==> config.mk <==
export PLATFORM = sky130hd
export DESIGN_NAME = gb_loader_top
export DESIGN_NICKNAME = d
export VERILOG_FILES = /design/src/hdl/gb_loader_pkg.sv /design/src/hdl/download_decoder.sv /design/src/hdl/bootrom_monitor.sv /design/src/hdl/cheat_code_loader.sv /design/src/hdl/gb_loader_top.sv
export SDC_FILE = /design/constraint.sdc
export NUM_CORES = 1
export LEC_CHECK = 0
export ABC_AREA = 1
export BUFFER_PORTS_ARGS = -buffer_cell sky130_fd_sc_hd__buf_2
export CAP_MARGIN = 20
export CORE_ASPECT_RATIO = 0.7
export CORE_MARGIN = 5
export CORE_UTILIZATION = 47
export CTS_CLUSTER_DIAMETER = 30
export DETAILED_ROUTE_END_ITERATION = 8
export PLACE_DENSITY = 0.75
export SLEW_MARGIN = 20
export SYNTH_ARGS = -nofsm -noshare
export SYNTH_HDL_FRONTEND = slang
export SYNTH_SLANG_ARGS = --single-unit
==> constraint.sdc <==
create_clock -name clk_sys -period 2.4 [get_ports clk_sys]
set_input_delay 0.6 -clock clk_sys [delete_from_list [all_inputs] [get_ports clk_sys]]
set_output_delay 0.6 -clock clk_sys [all_outputs]
set_load 0.005 [all_outputs]
==> src/hdl/gb_loader_pkg.sv <==
// Shared widths, download kinds and bootrom checksum constants for the host loader
`default_nettype none

package gb_loader_pkg;

	////////////////////////////////
	// Host stream widths
	////////////////////////////////

	typedef logic [15:0] host_word_t;
	typedef logic [24:0] host_addr_t;
	typedef logic [7:0] file_index_t;

	// Byte sum over a whole bootrom image
	typedef logic [17:0] checksum_t;

	// Flags 127..96, address 95..64, compare 63..32, replace 31..0
	typedef logic [127:0] cheat_code_t;

	// What the host is currently sending
	typedef enum logic [2:0] {
		dl_none,
		dl_cart,
		dl_cheat,
		dl_cgb_boot,
		dl_dmg_boot,
		dl_sgb_boot,
		dl_other
	} download_kind_t;

	////////////////////////////////
	// Bootrom checksums
	////////////////////////////////

	// In-house CGB bootrom, supports fast boot and GBA mode
	localparam checksum_t MISTER_CGB_CHECKSUM = 18'h2CE10;

	// Original CGB bootrom
	localparam checksum_t ORIGINAL_CGB_CHECKSUM = 18'h2F3EA;

	////////////////////////////////
	// Host file indices
	////////////////////////////////

	// Cartridges also use any index whose low six bits are 1
	localparam file_index_t INDEX_CART_ALT = 8'h80;
	localparam file_index_t INDEX_CHEAT = 8'hFF;
	localparam file_index_t INDEX_CGB_BOOT = 8'd4;
	localparam file_index_t INDEX_DMG_BOOT = 8'd5;
	localparam file_index_t INDEX_SGB_BOOT = 8'd6;

endpackage

`default_nettype wire

==> src/hdl/download_decoder.sv <==
// Host download decoder, classifies the file index and registers the write stream
`timescale 1ns/100ps
`default_nettype none

module download_decoder
	import gb_loader_pkg::*;
(
	input  wire logic           clk_sys,
	input  wire logic           reset,
	input  wire logic           host_download,
	input  wire file_index_t    host_index,
	input  wire logic           host_wr,
	input  wire host_addr_t     host_addr,
	input  wire host_word_t     host_data,
	output download_kind_t      dl_kind,
	output logic                dl_start,
	output logic                dl_wr,
	output host_addr_t          dl_addr,
	output host_word_t          dl_data
);

	download_kind_t kind_next;

	// Index classification, cartridge checks first
	always_comb begin
		if (!host_download)
			kind_next = dl_none;
		else if (host_index[5:0] == 6'h01 || host_index == INDEX_CART_ALT)
			kind_next = dl_cart;
		else if (host_index == INDEX_CHEAT)
			kind_next = dl_cheat;
		else if (host_index == INDEX_CGB_BOOT)
			kind_next = dl_cgb_boot;
		else if (host_index == INDEX_DMG_BOOT)
			kind_next = dl_dmg_boot;
		else if (host_index == INDEX_SGB_BOOT)
			kind_next = dl_sgb_boot;
		else
			kind_next = dl_other;
	end

	////////////////////////////////
	// Kind and start pulse
	////////////////////////////////

	// dl_kind still holds the previous kind when the new one is sampled
	always_ff @(posedge clk_sys) begin
		if (reset) begin
			dl_kind <= dl_none;
			dl_start <= 1'b0;
			dl_wr <= 1'b0;
		end else begin
			dl_kind <= kind_next;
			dl_start <= (kind_next != dl_none) && (kind_next != dl_kind);
			dl_wr <= host_wr;
		end
	end

	// Write payload, delayed to stay aligned with dl_kind
	always_ff @(posedge clk_sys) begin
		dl_addr <= host_addr;
		dl_data <= host_data;
	end

endmodule

`default_nettype wire

==> src/hdl/bootrom_monitor.sv <==
// Bootrom monitor, tracks custom bootroms, sums the CGB image and gates boot options
`timescale 1ns/100ps
`default_nettype none

module bootrom_monitor
	import gb_loader_pkg::*;
(
	input  wire logic           clk_sys,
	input  wire logic           reset,
	input  wire download_kind_t dl_kind,
	input  wire logic           dl_start,
	input  wire logic           dl_wr,
	input  wire host_word_t     dl_data,
	input  wire logic           is_gbc,
	input  wire logic           fast_boot_req,
	input  wire logic           gba_req,
	output logic                fast_boot_en,
	output logic                boot_gba_en,
	output logic                real_cgb_boot
);

	logic custom_cgb;
	logic custom_dmg;
	checksum_t checksum;
	checksum_t byte_sum;
	logic cgb_write;
	logic fast_boot_avail;
	logic gba_boot_avail;

	assign cgb_write = (dl_kind == dl_cgb_boot) && dl_wr;

	// Both bytes of the current word
	assign byte_sum = checksum_t'(dl_data[15:8]) + checksum_t'(dl_data[7:0]);

	////////////////////////////////
	// Custom bootrom flags
	////////////////////////////////

	// Sticky until reset, a later download never returns to the built-in image
	always_ff @(posedge clk_sys) begin
		if (reset) begin
			custom_cgb <= 1'b0;
			custom_dmg <= 1'b0;
		end else begin
			if (cgb_write)
				custom_cgb <= 1'b1;
			if ((dl_kind == dl_dmg_boot) && dl_wr)
				custom_dmg <= 1'b1;
		end
	end

	////////////////////////////////
	// CGB checksum
	////////////////////////////////

	// Restart on each new CGB download, the first word may arrive with the start
	always_ff @(posedge clk_sys) begin
		if (reset) begin
			checksum <= '0;
		end else if (dl_kind == dl_cgb_boot) begin
			if (dl_start)
				checksum <= dl_wr ? byte_sum : '0;
			else if (dl_wr)
				checksum <= checksum + byte_sum;
		end
	end

	////////////////////////////////
	// Boot option gate
	////////////////////////////////

	// Fast boot needs the in-house CGB image, or no custom DMG image on DMG
	assign fast_boot_avail =
		!((is_gbc && custom_cgb && (checksum != MISTER_CGB_CHECKSUM)) ||
		  (!is_gbc && custom_dmg));

	// GBA mode works with the built-in, in-house or original CGB image
	assign gba_boot_avail = !custom_cgb ||
		(checksum == MISTER_CGB_CHECKSUM) ||
		(checksum == ORIGINAL_CGB_CHECKSUM);

	assign real_cgb_boot = (checksum == ORIGINAL_CGB_CHECKSUM);
	assign fast_boot_en = fast_boot_req && fast_boot_avail;
	assign boot_gba_en = gba_req && gba_boot_avail;

endmodule

`default_nettype wire

==> src/hdl/cheat_code_loader.sv <==
// Cheat code loader, builds 128-bit codes from host words and requests a cheat clear
`timescale 1ns/100ps
`default_nettype none

module cheat_code_loader
	import gb_loader_pkg::*;
(
	input  wire logic           clk_sys,
	input  wire logic           reset,
	input  wire download_kind_t dl_kind,
	input  wire logic           dl_wr,
	input  wire host_addr_t     dl_addr,
	input  wire host_word_t     dl_data,
	output cheat_code_t         cheat_code,
	output logic                code_valid,
	output logic                cheats_clear
);

	logic cheat_wr;

	assign cheat_wr = (dl_kind == dl_cheat) && dl_wr;

	////////////////////////////////
	// Code assembly
	////////////////////////////////

	// Each field is a pair of half-words, lower address into the bottom half.
	// Byte order inside a field is left to whoever generates the file
	always_ff @(posedge clk_sys) begin
		if (cheat_wr) begin
			case (dl_addr[3:0])
				4'd0: cheat_code[111:96] <= dl_data;
				4'd2: cheat_code[127:112] <= dl_data;
				4'd4: cheat_code[79:64] <= dl_data;
				4'd6: cheat_code[95:80] <= dl_data;
				4'd8: cheat_code[47:32] <= dl_data;
				4'd10: cheat_code[63:48] <= dl_data;
				4'd12: cheat_code[15:0] <= dl_data;
				4'd14: cheat_code[31:16] <= dl_data;
				default: ;
			endcase
		end
	end

	////////////////////////////////
	// Strobes
	////////////////////////////////

	// Offset 14 completes a code
	always_ff @(posedge clk_sys) begin
		if (reset)
			code_valid <= 1'b0;
		else
			code_valid <= cheat_wr && (dl_addr[3:0] == 4'd14);
	end

	// Clear on a new cheat file, and keep clearing through a cartridge load
	always_ff @(posedge clk_sys) begin
		if (reset) begin
			cheats_clear <= 1'b0;
		end else begin
			cheats_clear <= (cheat_wr && (dl_addr == '0)) ||
				(dl_kind == dl_cart);
		end
	end

endmodule

`default_nettype wire

==> src/hdl/gb_loader_top.sv <==
// Host loader top level, decoder feeding the bootrom monitor and the cheat loader
`timescale 1ns/100ps
`default_nettype none

module gb_loader_top
	import gb_loader_pkg::*;
(
	input  wire logic           clk_sys,
	input  wire logic           reset,

	// Host download stream
	input  wire logic           host_download,
	input  wire file_index_t    host_index,
	input  wire logic           host_wr,
	input  wire host_addr_t     host_addr,
	input  wire host_word_t     host_data,

	// Boot option requests
	input  wire logic           is_gbc,
	input  wire logic           fast_boot_req,
	input  wire logic           gba_req,

	// Gated boot options
	output logic                fast_boot_en,
	output logic                boot_gba_en,
	output logic                real_cgb_boot,

	// Cheat engine side
	output cheat_code_t         cheat_code,
	output logic                code_valid,
	output logic                cheats_clear
);

	download_kind_t dl_kind;
	logic dl_start;
	logic dl_wr;
	host_addr_t dl_addr;
	host_word_t dl_data;

	////////////////////////////////
	// Decoder
	////////////////////////////////

	download_decoder u_download_decoder (
		.clk_sys       (clk_sys),
		.reset         (reset),
		.host_download (host_download),
		.host_index    (host_index),
		.host_wr       (host_wr),
		.host_addr     (host_addr),
		.host_data     (host_data),
		.dl_kind       (dl_kind),
		.dl_start      (dl_start),
		.dl_wr         (dl_wr),
		.dl_addr       (dl_addr),
		.dl_data       (dl_data)
	);

	////////////////////////////////
	// Bootrom path
	////////////////////////////////

	bootrom_monitor u_bootrom_monitor (
		.clk_sys       (clk_sys),
		.reset         (reset),
		.dl_kind       (dl_kind),
		.dl_start      (dl_start),
		.dl_wr         (dl_wr),
		.dl_data       (dl_data),
		.is_gbc        (is_gbc),
		.fast_boot_req (fast_boot_req),
		.gba_req       (gba_req),
		.fast_boot_en  (fast_boot_en),
		.boot_gba_en   (boot_gba_en),
		.real_cgb_boot (real_cgb_boot)
	);

	////////////////////////////////
	// Cheat path
	////////////////////////////////

	cheat_code_loader u_cheat_code_loader (
		.clk_sys      (clk_sys),
		.reset        (reset),
		.dl_kind      (dl_kind),
		.dl_wr        (dl_wr),
		.dl_addr      (dl_addr),
		.dl_data      (dl_data),
		.cheat_code   (cheat_code),
		.code_valid   (code_valid),
		.cheats_clear (cheats_clear)
	);

endmodule

`default_nettype wire

## Yosys cells after proc, flatten, opt, wreduce, memory -nomap -nowiden

Index checks and enable logic that the tools add are counted.

- Register bits after elaboration: 196
- Input port bits: 56
- Logic and storage cells: 82

- Add/subtract/negate cells: 2
- Equality and inequality tests: 21
- Multiplexer cells: 9
- Reduce and logical (&&, ||, !) cells: 32

Operator list:

| kind | count |
|---|---|
| 18-bit two-way mux | 3 |
| 18-bit equality test (second input constant) | 2 |
| 25-bit zero test | 1 |
| 8-bit by 3-bit equality test with 1-bit output (second input constant) | 3 |
| 18-bit adder | 1 |
| 18-bit inequality test (second input constant) | 1 |
| 2-bit AND reduction | 9 |
| 4-bit equality test (second input constant) | 4 |
| 8-bit equality test (second input constant) | 2 |
| 3-bit two-way mux | 5 |
| 1-bit logical AND | 11 |
| 8-bit by 8-bit adder with 9-bit output | 1 |
| 4-bit by 3-bit equality test with 1-bit output (second input constant) | 2 |
| 3-bit by 2-bit equality test with 1-bit output (second input constant) | 2 |
| 6-bit by 1-bit equality test with 1-bit output (second input constant) | 1 |
| 1-bit logical OR | 5 |
| 4-bit by 2-bit equality test with 1-bit output (second input constant) | 1 |
| 4-bit zero test | 1 |
| 3-bit by 1-bit equality test with 1-bit output (second input constant) | 1 |
| 3-bit equality test (second input constant) | 1 |
| 1-bit zero test | 3 |
| 3-bit inequality test | 1 |
| 3-bit nonzero test | 1 |
| 2-bit two-way mux | 1 |
| 2-bit nonzero test | 1 |

## Longest topological paths before layout

Gate-level depths: netlist of run 1.

- Depth in word-level cells: 9
- Depth in mapped cells: 19
- Gate-level depth less buffers: 19

## Hierarchy

Synthesis of run 1 repeated with hierarchy kept, for this count alone.

- Cells, all modules: 605
- Area total of the unflattened synthesis: 7262.0 um^2

By module, submodules not included:

| module | instances | cells each | area each (um^2) | seq. area each (um^2) |
|---|---|---|---|---|
| cheat_code_loader | 1 | 177 | 4082.7 | 3883.7 |
| bootrom_monitor | 1 | 332 | 2026.9 | 400.4 |
| download_decoder | 1 | 96 | 1152.4 | 920.9 |

## Worst setup path after synthesis of run 1

No wires, ideal clock.

- Path type: reg2reg
- From: reg u_download_decoder.dl_data[0]
- To: reg u_bootrom_monitor.checksum[7]
- Library setup time: 109 ps
- Data arrival time: 2530 ps
- Setup slack: -238 ps
- Cell stages (with the launch flop): 18
- Path buffers: 0
- Cells stage by stage: dfxtp_1 ha_1 inv_1 fa_1 o21ai_2 nand2_1 nand2_1 nand2_1 and2_1 ha_1 nand2_2 inv_2 a21oi_2 nand3b_1 nand3_1 nand3_1 nand2_1 inv_1

- Word-level cells in the longest chain between the ends: 4

RTL lines:

| what | line | text |
|---|---|---|
| from (decl) | download_decoder.sv:19 | `output host_word_t dl_data` |
| from (signal assigned) | download_decoder.sv:62 | `dl_data <= host_data;` |
| 8-bit by 8-bit adder with 9-bit output * | bootrom_monitor.sv:33 | `assign byte_sum = checksum_t'(dl_data[15:8]) + checksum_t'(dl_data[7:0]);` |
| 18-bit adder | bootrom_monitor.sv:64 | `checksum <= checksum + byte_sum;` |
| 18-bit two-way mux | bootrom_monitor.sv:63 | `else if (dl_wr)` |
| 18-bit two-way mux * | bootrom_monitor.sv:61 | `if (dl_start)` |
| to (signal assigned) | bootrom_monitor.sv:62 | `checksum <= dl_wr ? byte_sum : '0;` |
| to (signal assigned) | bootrom_monitor.sv:64 |  |
| to (decl) | bootrom_monitor.sv:24 | `checksum_t checksum;` |

Every way passes the cells marked *; elsewhere a longest branch is shown, timed or not. The select of a mux whose other input is x is not followed.
A chain may end at the register's enable or synchronous reset.

## Final worst setup path of run 1

Same ends and word-level chain as after synthesis.

==> results of run 1 <==
==> path summary, 6_finish.rpt <==
check	start	cells past startpoint	slack [ns]	to
worst min register to register	u_bootrom_monitor.custom_dmg	2	0.46	u_bootrom_monitor.custom_dmg
worst max-delay path	u_download_decoder.dl_data[0]	18	-0.17	u_bootrom_monitor.checksum[7]
worst min-delay path	host_addr[19]	1	0.26	u_download_decoder.dl_addr[19]
worst max register to register	u_download_decoder.dl_data[0]	18	-0.17	u_bootrom_monitor.checksum[7]
==> final cells by class <==
type                            instances  area [um2]
Timing Repair Buffer                  246        1390
Multi-Input combinational cell        329        2310
Fill cell                            1142        5300
Tap cell                              200         250
Clock inverter                         15         188
Sequential cell                       196        5220
Inverter                               61         229
Clock buffer                           17         425
==> sequential cells by signal (all words and copies together), names as in the netlist <==
register	cells
u_bootrom_monitor.checksum	18
u_bootrom_monitor.custom_cgb	1
u_bootrom_monitor.custom_dmg	1
u_cheat_code_loader.cheat_code	128
u_cheat_code_loader.cheats_clear	1
u_cheat_code_loader.code_valid	1
u_download_decoder.dl_addr	25
u_download_decoder.dl_data	16
u_download_decoder.dl_kind	3
u_download_decoder.dl_start	1
u_download_decoder.dl_wr	1
==> power by group through the flow <==
| stage | Combinational, W | Clock (W) | Sequential [W] |
|---|---|---|---|
| 6_report | 0.000646 | 0.00287 | 0.00366 |
| 5_1_grt | 0.000698 | 0.00307 | 0.00367 |
| 4_1_cts | 0.000523 | 0.00291 | 0.00366 |
| 3_5_place_dp | 0.000459 | 0 | 0.00373 |
| 3_3_place_gp | 0.000453 | 0 | 0.00373 |
| 2_1_floorplan | 0.000238 | 0 | 0.00374 |
==> Yosys cell counts (2+ instances only) <==
library cell / count
a21oi_1: 22
a31oi_1: 2
nand2_2: 11
nor2_4: 2
nor3_1: 4
o21ai_1: 3
dfxtp_1: 68
and2_1: 4
fa_1: 2
o21ai_0: 4
nand3_1: 38
a221oi_1: 2
ha_1: 18
nor2_1: 65
nand3_2: 5
xnor2_1: 3
inv_2: 9
xor2_1: 3
nand4_1: 10
edfxtp_1: 128
a21oi_2: 2
o21ai_2: 2
nor2_2: 4
nand2_1: 103
nand3b_1: 8
inv_1: 51
==> cell families after synthesis <==
logic type | count (synthesis) | synth area share
buf+inv | 65 | 0.0353
simple gates | 260 | 0.168
flops | 196 | 0.717
fa+ha+maj | 20 | 0.0366
compound gates | 43 | 0.0359
xor+xnor | 6 | 0.00724
==> stage by stage <==
| step | setup slack (ns) | cell area, um2 | instances | utilization |
|---|---|---|---|---|
| 3_3_place_gp | -0.141 | 8820 | 1018 | 0.576 |
| 3_5_place_dp | -0.238 | 8820 | 1018 | 0.576 |
| 6_report | -0.170 | 10000 | 1064 | 0.654 |
| 2_1_floorplan | 0.00440 | 7300 | 590 | - |
| 5_1_grt | -0.318 | 10000 | 1064 | 0.654 |
| 4_1_cts | -0.167 | 9600 | 1057 | 0.627 |
==> cell usage in the layout, fill, tap and decap left out, drive strengths merged, types with 8 or more instances in the layout <==
cell type,count
nand4,10
ha,18
buf,246
clkinv,8
clkbuf,17
dfxtp,68
o21ai,9
nand2,115
inv,66
nor2,71
nand3b,9
edfxtp,128
nand3,43
a21oi,24
==> routing by layer <==
| layer | global-route usage | wire length (um) | part of all wire |
|---|---|---|---|
| met3 | 0.0762 | 2080 | 0.11 |
| met5 | 0 | 0 | 0 |
| met1 | 0.274 | 7960 | 0.43 |
| met2 | 0.293 | 8210 | 0.45 |
| met4 | 0.0432 | 165 | 0.0090 |
==> repair_timing <==
item                       4_1_cts  5_1_grt
hold buffers                     0        0
setup endpoints to repair       14       17
setup buffers                    7        8
pin swaps                       25       47
gates resized for setup         24       70
==> summary.txt, run 1 <==
Clock network
  – CTS Buf Count: 17
  – CTS tree: done
  – CTS Buffer Depth: 2
  – H-tree Lvls: 4
  – Clock slew at reported path FFs: ~0.08 ns
  – Clk Latency, worst-skew pair: roughly 0.43 ns
  – Clk sinks: 196
  – Clk Tree Root Cell: clkbuf_16

Floorplanning
  – Die area: roughly 0.018 mm2
  – Die Height: ~110 um
  – Top Ports: between 150 and 200
  – # rows: 38
  – Die W: around 160 um
  – CORE AREA: roughly 0.015 mm2
  – Starting Density: 0.474

Yosys
  – Yosys top cell by area: edfxtp_1
  – Post-synth top area share: 0.530
  – Synth Instances: just under 600
  – Synth Flop Type: edfxtp_1
  – Synth async-reset ratio: 0
  – Synth unique cells: 43
  – Syn. warnings: 0
  – Number of flops mapped to enable cells by yosys: around 130
  – Mapped Area: about 0.0073 mm2
  – Mean Syn Cell Area: between 10 and 15 um2
  – #FFs+latches synth: ~200
  – Largest cells by area after synthesis: edfxtp_1, dfxtp_1, nand2_1
  – Syn Nets: between 600 and 700
  – Register area share after synthesis: 0.717

Setup path
  – WP buf/inv: 2
  – Slowest cell on crit path: dfxtp_4
  – Largest delay share family, worst path: simple AND/OR/NAND/NOR gates
  – Critical path fanouts, max: 4
  – Kind of critical path: flip-flop to flip-flop
  – Worst path required time: 2.72 ns
  – Crit start category: flip-flop
  – Crit path cell chain: ha_4 > inv_2 > fa_2 > o21ai_4 > nand2_4 > nand2_2 > nand2_2 > and2_4 > ha_4 > nand2_4 > nor2_4 > nand2_2 > nand2_1 > nand2_1 > nand3_1 > nand3_1 > nand2_1 > inv_1
  – Critical Path End Type: flip-flop
  – Biggest cell delay along the critical path: around 0.37 ns
  – Arr. time, crit path: 2.89 ns

Final layout
  – Layout Area Growth over Synthesis: 37.9%
  – Share of cells above drive strength 1: 0.459
  – Antenna diodes: 0
  – Final #Nets: slightly above 900

Global route
  – Largest net degree at the start of global routing: 25
  – First-pass GRT wire length: between 20 and 30 mm
  – Initial antenna violation count: 0
  – Gr ovfl total: 0
  – Vias in the first global route: between 5,000 and 6,000
  – Total GRT Usage: 0.196

Place
  – Final Wtd Congestion: a little under 0.9
  – Port bufs: 188
  – Post-DP HPWL: ~13 mm

STA
  – Final WS setup: -0.170 ns
  – Setup TNS: -1.51 ns
  – Final Hold Vio Count: 0
  – Shortest period the worst path allows: roughly 2.6 ns
  – Skew final: approximately 0.014 ns
  – Rel. slew slack: 0.775
  – RSZ-0062 raised after global routing: yes
  – Tcrit/Tclk final: 1.07
  – Final setup viols: 14
  – Max Freq: 389 MHz
  – Hold Slack: 0.264 ns
  – Worst slew pin tran: approximately 0.33 ns
  – Slew Viols, Final: 0

Drt
  – WL/cell: between 15 and 20 um
  – Via-to-Cell Ratio: approximately 5.0
  – Initial DRC count: 360
  – Residual DRC count: 0
  – Vias: roughly 5,300
  – Drt first pass iters: 7
  – Post-route ant nets: 0
  – Final Routed Wirelength: 18.4 mm

Power and ir drop
  – Total power: roughly 0.0072 W
  – Sequential share of power: 0.510
  – Internal power component: 0.00545 W
  – Pwr Density: about 720 mW/mm2
  – Switch Pwr: 0.00173 W
  – Sw Ratio: 0.241
  – Comb pwr share: 0.090
  – Clk network pwr share: 0.400
  – Max VDD drop: 0.464 mV
  – Pleak: roughly 4.2 nW

Hold path
  – Hold Path Class: primary input to flip-flop

Status
  – Status: finished with violations
  – Failing checks: negative setup slack

Flow run
  – Max Cap Viol: 0
Power figures use the tool's default switching activity.
==> run 2: changes to the inputs <==
--- a/config.mk
+++ b/config.mk
@@ -17,4 +17,5 @@
 export SLEW_MARGIN = 20
 export SYNTH_ARGS = -nofsm -noshare
 export SYNTH_HDL_FRONTEND = slang
+export SYNTH_HIERARCHICAL = 1
 export SYNTH_SLANG_ARGS = --single-unit
==> run 2 against run 1 <==
The run still ends with negative setup slack left. Cell area fell by 2.7%. Synthesized area hardly changed. Clock power is 5% lower. Sequential cell count stayed put. Largest power group unchanged. Core utilization is 1.8 points lower. Fmax fell by 0.70%. Critical path depth grew 1. Wire length fell by 3.4%. Die area hardly changed. Clock-buffer cell count rose by 1.
==> summary.txt, run 2 <==
Drt
  – Final Routed Wirelength: 17.8 mm (-3.4%)
  – Residual DRC count: 0 (unchanged)
  – Initial DRC count: 369 (+2.5%)
  – WL/cell: 16.5 um (-4.7%)
  – Vias: 5,232 (-0.72%)
  – Via-to-Cell Ratio: 4.85 (-2.0%)
  – Post-route ant nets: 0 (unchanged)
  – Drt first pass iters: 5 (-2)

Floorplanning
  – Starting Density: 0.474 (about the same)
  – Top Ports: 189 (unchanged)
  – Die W: 159 um (about the same)
  – # rows: 38 (unchanged)
  – Die area: 0.0181 mm2 (about the same)
  – CORE AREA: 0.0153 mm2 (unchanged)
  – Die Height: 114 um (about the same)

Clock network
  – Clk Latency, worst-skew pair: 0.42 ns (about the same)
  – Clock slew at reported path FFs: 0.08 ns (about the same)
  – CTS Buffer Depth: 2 (unchanged)
  – Clk Tree Root Cell: clkbuf_16
  – CTS Buf Count: 17 (unchanged)
  – Post-CTS Hold Buffers: 0 (unchanged)
  – Clk sinks: 196 (unchanged)
  – H-tree Lvls: 4 (unchanged)
  – CTS tree: done

Yosys
  – Yosys top cell by area: edfxtp_1
  – Mapped Area: 0.00726 mm2 (about the same)
  – Largest cells by area after synthesis: edfxtp_1, dfxtp_1, nand2_1
  – Register area share after synthesis: 0.717 (about the same)
  – Post-synth top area share: 0.529 (about the same)
  – Synth unique cells: 35 (-19%)
  – Synth Instances: 605 (+2.5%)
  – Number of flops mapped to enable cells by yosys: 128 (unchanged)
  – Synth Flop Type: edfxtp_1
  – #FFs+latches synth: 196 (unchanged)
  – Mean Syn Cell Area: 12.0 um2 (-2.4%)
  – Syn. warnings: 6 (+6)
  – Count leader, synth: edfxtp_1
  – Synth async-reset ratio: 0 (unchanged)
  – Syn Nets: 681 (+2.3%)
  – Post-synth top cells: edfxtp_1, nand2_1, inv_1

Setup path
  – Critical path fanouts, max: 4 (unchanged)
  – Kind of critical path: flip-flop to flip-flop
  – Arr. time, crit path: 2.91 ns (+0.02 ns)
  – Critical Path End Type: flip-flop
  – Worst path required time: 2.72 ns (about the same)
  – Crit start category: flip-flop

STA
  – Max Freq: 386 MHz (-0.70%)
  – Slew Viols, Final: 0 (unchanged)
  – Hold Slack: 0.273 ns (+0.00928 ns)
  – Setup TNS: -1.81 ns (-0.299 ns)
  – Tcrit/Tclk final: 1.08 (+0.00758)
  – Shortest period the worst path allows: 2.59 ns (+0.0182 ns)
  – Final setup viols: 14 (unchanged)
  – RSZ-0062 raised after global routing: yes
  – Skew final: 0.00875 ns (-0.00514 ns)
  – Worst slew pin tran: 0.362 ns (+0.0276 ns)
  – Final WS setup: -0.188 ns (-0.0182 ns)
  – Final Hold Vio Count: 0 (unchanged)
  – Rel. slew slack: 0.758 (-0.0173)

Final layout
  – Share of cells above drive strength 1: 0.404 (-0.0552)
  – Filler cell count: 1,189 (+4.1%)
  – Biggest register: u_cheat_code_loader/cheat_code
  – Final #Nets: 941 (+1.5%)
  – Layout Area Growth over Synthesis: 34.1%
  – Antenna diodes: 0 (unchanged)
  – Final core occ: 0.636 (-0.0178)
  – Most frequent cells in the layout: buf_2, edfxtp_1, nand2_1, inv_1, dfxtp_1
  – Non-Filler Instances: 1,078 (+1.3%)
  – Largest regs: u_cheat_code_loader/cheat_code: 128 flops, u_download_decoder/dl_addr: 25 flops, u_bootrom_monitor/checksum: 18 flops
  – Number of flip-flops in the largest register: 128 (unchanged)
  – Commonest non-fill, non-tap cell in the layout: buf_2

Global route
  – Largest net degree at the start of global routing: 21 (-16%)
  – Vias in the first global route: 5,063 (+0.50%)
  – Initial antenna violation count: 1 (+1)
  – First-pass GRT wire length: 27.1 mm (+0.79%)
  – Total GRT Usage: 0.200 (+0.00412)
  – Gr ovfl total: 0 (unchanged)

Status
  – Failing checks: negative setup slack
  – Status: finished with violations

Hold path
  – Hold Path Class: primary input to flip-flop

Power and ir drop
  – Pleak: 4.19 nW (-0.25%)
  – Max VDD drop: 0.465 mV (+0.13%)
  – Pwr Density: 712 mW/mm2 (-0.76%)

Place
  – Post-DP HPWL: 13.1 mm (+3.7%)
  – Worst Setup Slack post-DPL: -0.209 ns (+0.0287 ns)
  – Placed Cells: 1,042 (+2.4%)
  – Port bufs: 188 (unchanged)
  – Final Wtd Congestion: 0.923 (+3.9%)

Flow run
  – Max Cap Viol: 0 (unchanged)
## run 2: logic make-up (layout without fill, tap and decap cells)
| kind of cell | Yosys count | in the layout | share of synthesized area |
|---|---|---|---|
| flip-flops | 196 | 196 | 0.717 |
| adder cells (fa/ha/maj) | 20 | 20 | 0.0365 |
| AO/OA/AOI/OAI | 42 | 42 | 0.0334 |
| AND/OR/NAND/NOR | 264 | 264 | 0.164 |
| buffers and inverters | 78 | 351 | 0.0429 |
| XOR/XNOR | 5 | 5 | 0.00603 |
## run 2: path summary, 6_finish.rpt
kind                                       from                       endpoint  slack, ns  depth (start not counted)
setup / recovery  u_download_decoder/dl_data[8]  u_bootrom_monitor/checksum[7]      -0.19                         19
hold / removal                     host_addr[8]  u_download_decoder/dl_addr[8]       0.27                          1
setup reg to reg  u_download_decoder/dl_data[8]  u_bootrom_monitor/checksum[7]      -0.19                         19
hold reg to reg    u_bootrom_monitor/custom_dmg   u_bootrom_monitor/custom_dmg       0.45                          2
## run 2: power by group
part,switching (W),internal [W],leakage [nW]
Clock,0.00134,0.00140,0.286
Combinational,0.000269,0.000251,2.19
Sequential,0.0000327,0.00363,1.72
Total,0.00164,0.00528,4.19
## run 2: layout make-up
cell class                      count  area [um2]  share of cell area
Tap cell                          200         250              0.0257
Clock buffer                       18         429              0.0441
Inverter                           75         282              0.0289
Multi-Input combinational cell    331        2040               0.209
Clock inverter                     14         155              0.0159
Timing Repair Buffer              244        1370               0.140
Sequential cell                   196        5220               0.536
## run 2: critical path, stage by stage, from the launching register on
cell and delay (ns):
dfxtp_4 0.38, ha_4 0.13, inv_2 0.03, fa_2 0.34
nand3b_1 0.18, nand2_2 0.10, nand2_2 0.07, nand2_2 0.07
nand2_2 0.05, and2_4 0.14, ha_4 0.31, nand2_4 0.07
nor2_1 0.13, nand2_1 0.09, nand2_1 0.07, nand2_1 0.04
nand3_1 0.07, nand3_1 0.08, nand2_1 0.09, inv_1 0.04
## run 2: layer usage
metal / GRT usage / vias to the layer above / share of wire
li1: - / 2561 / -
met4: 0.0460 / 2 / 0.011
met5: 0 / - / 0.00073
met2: 0.283 / 247 / 0.42
met3: 0.0751 / 19 / 0.12
met1: 0.294 / 2403 / 0.45
## run 2: timing repair
item,in CTS,in global routing
setup buffers,3,1
pin swaps,15,13
resized for setup,24,20
endpoints found under the setup margin,14,18
## run 2: stage by stage
step | instance area [um2] | total power [W]
after global placement | 8910 | 0.00418
after detailed placement | 8910 | 0.00419
after floorplan | 7330 | 0.00396
after global routing | 9740 | 0.00722
final | 9740 | 0.00693
after CTS | 9630 | 0.00694
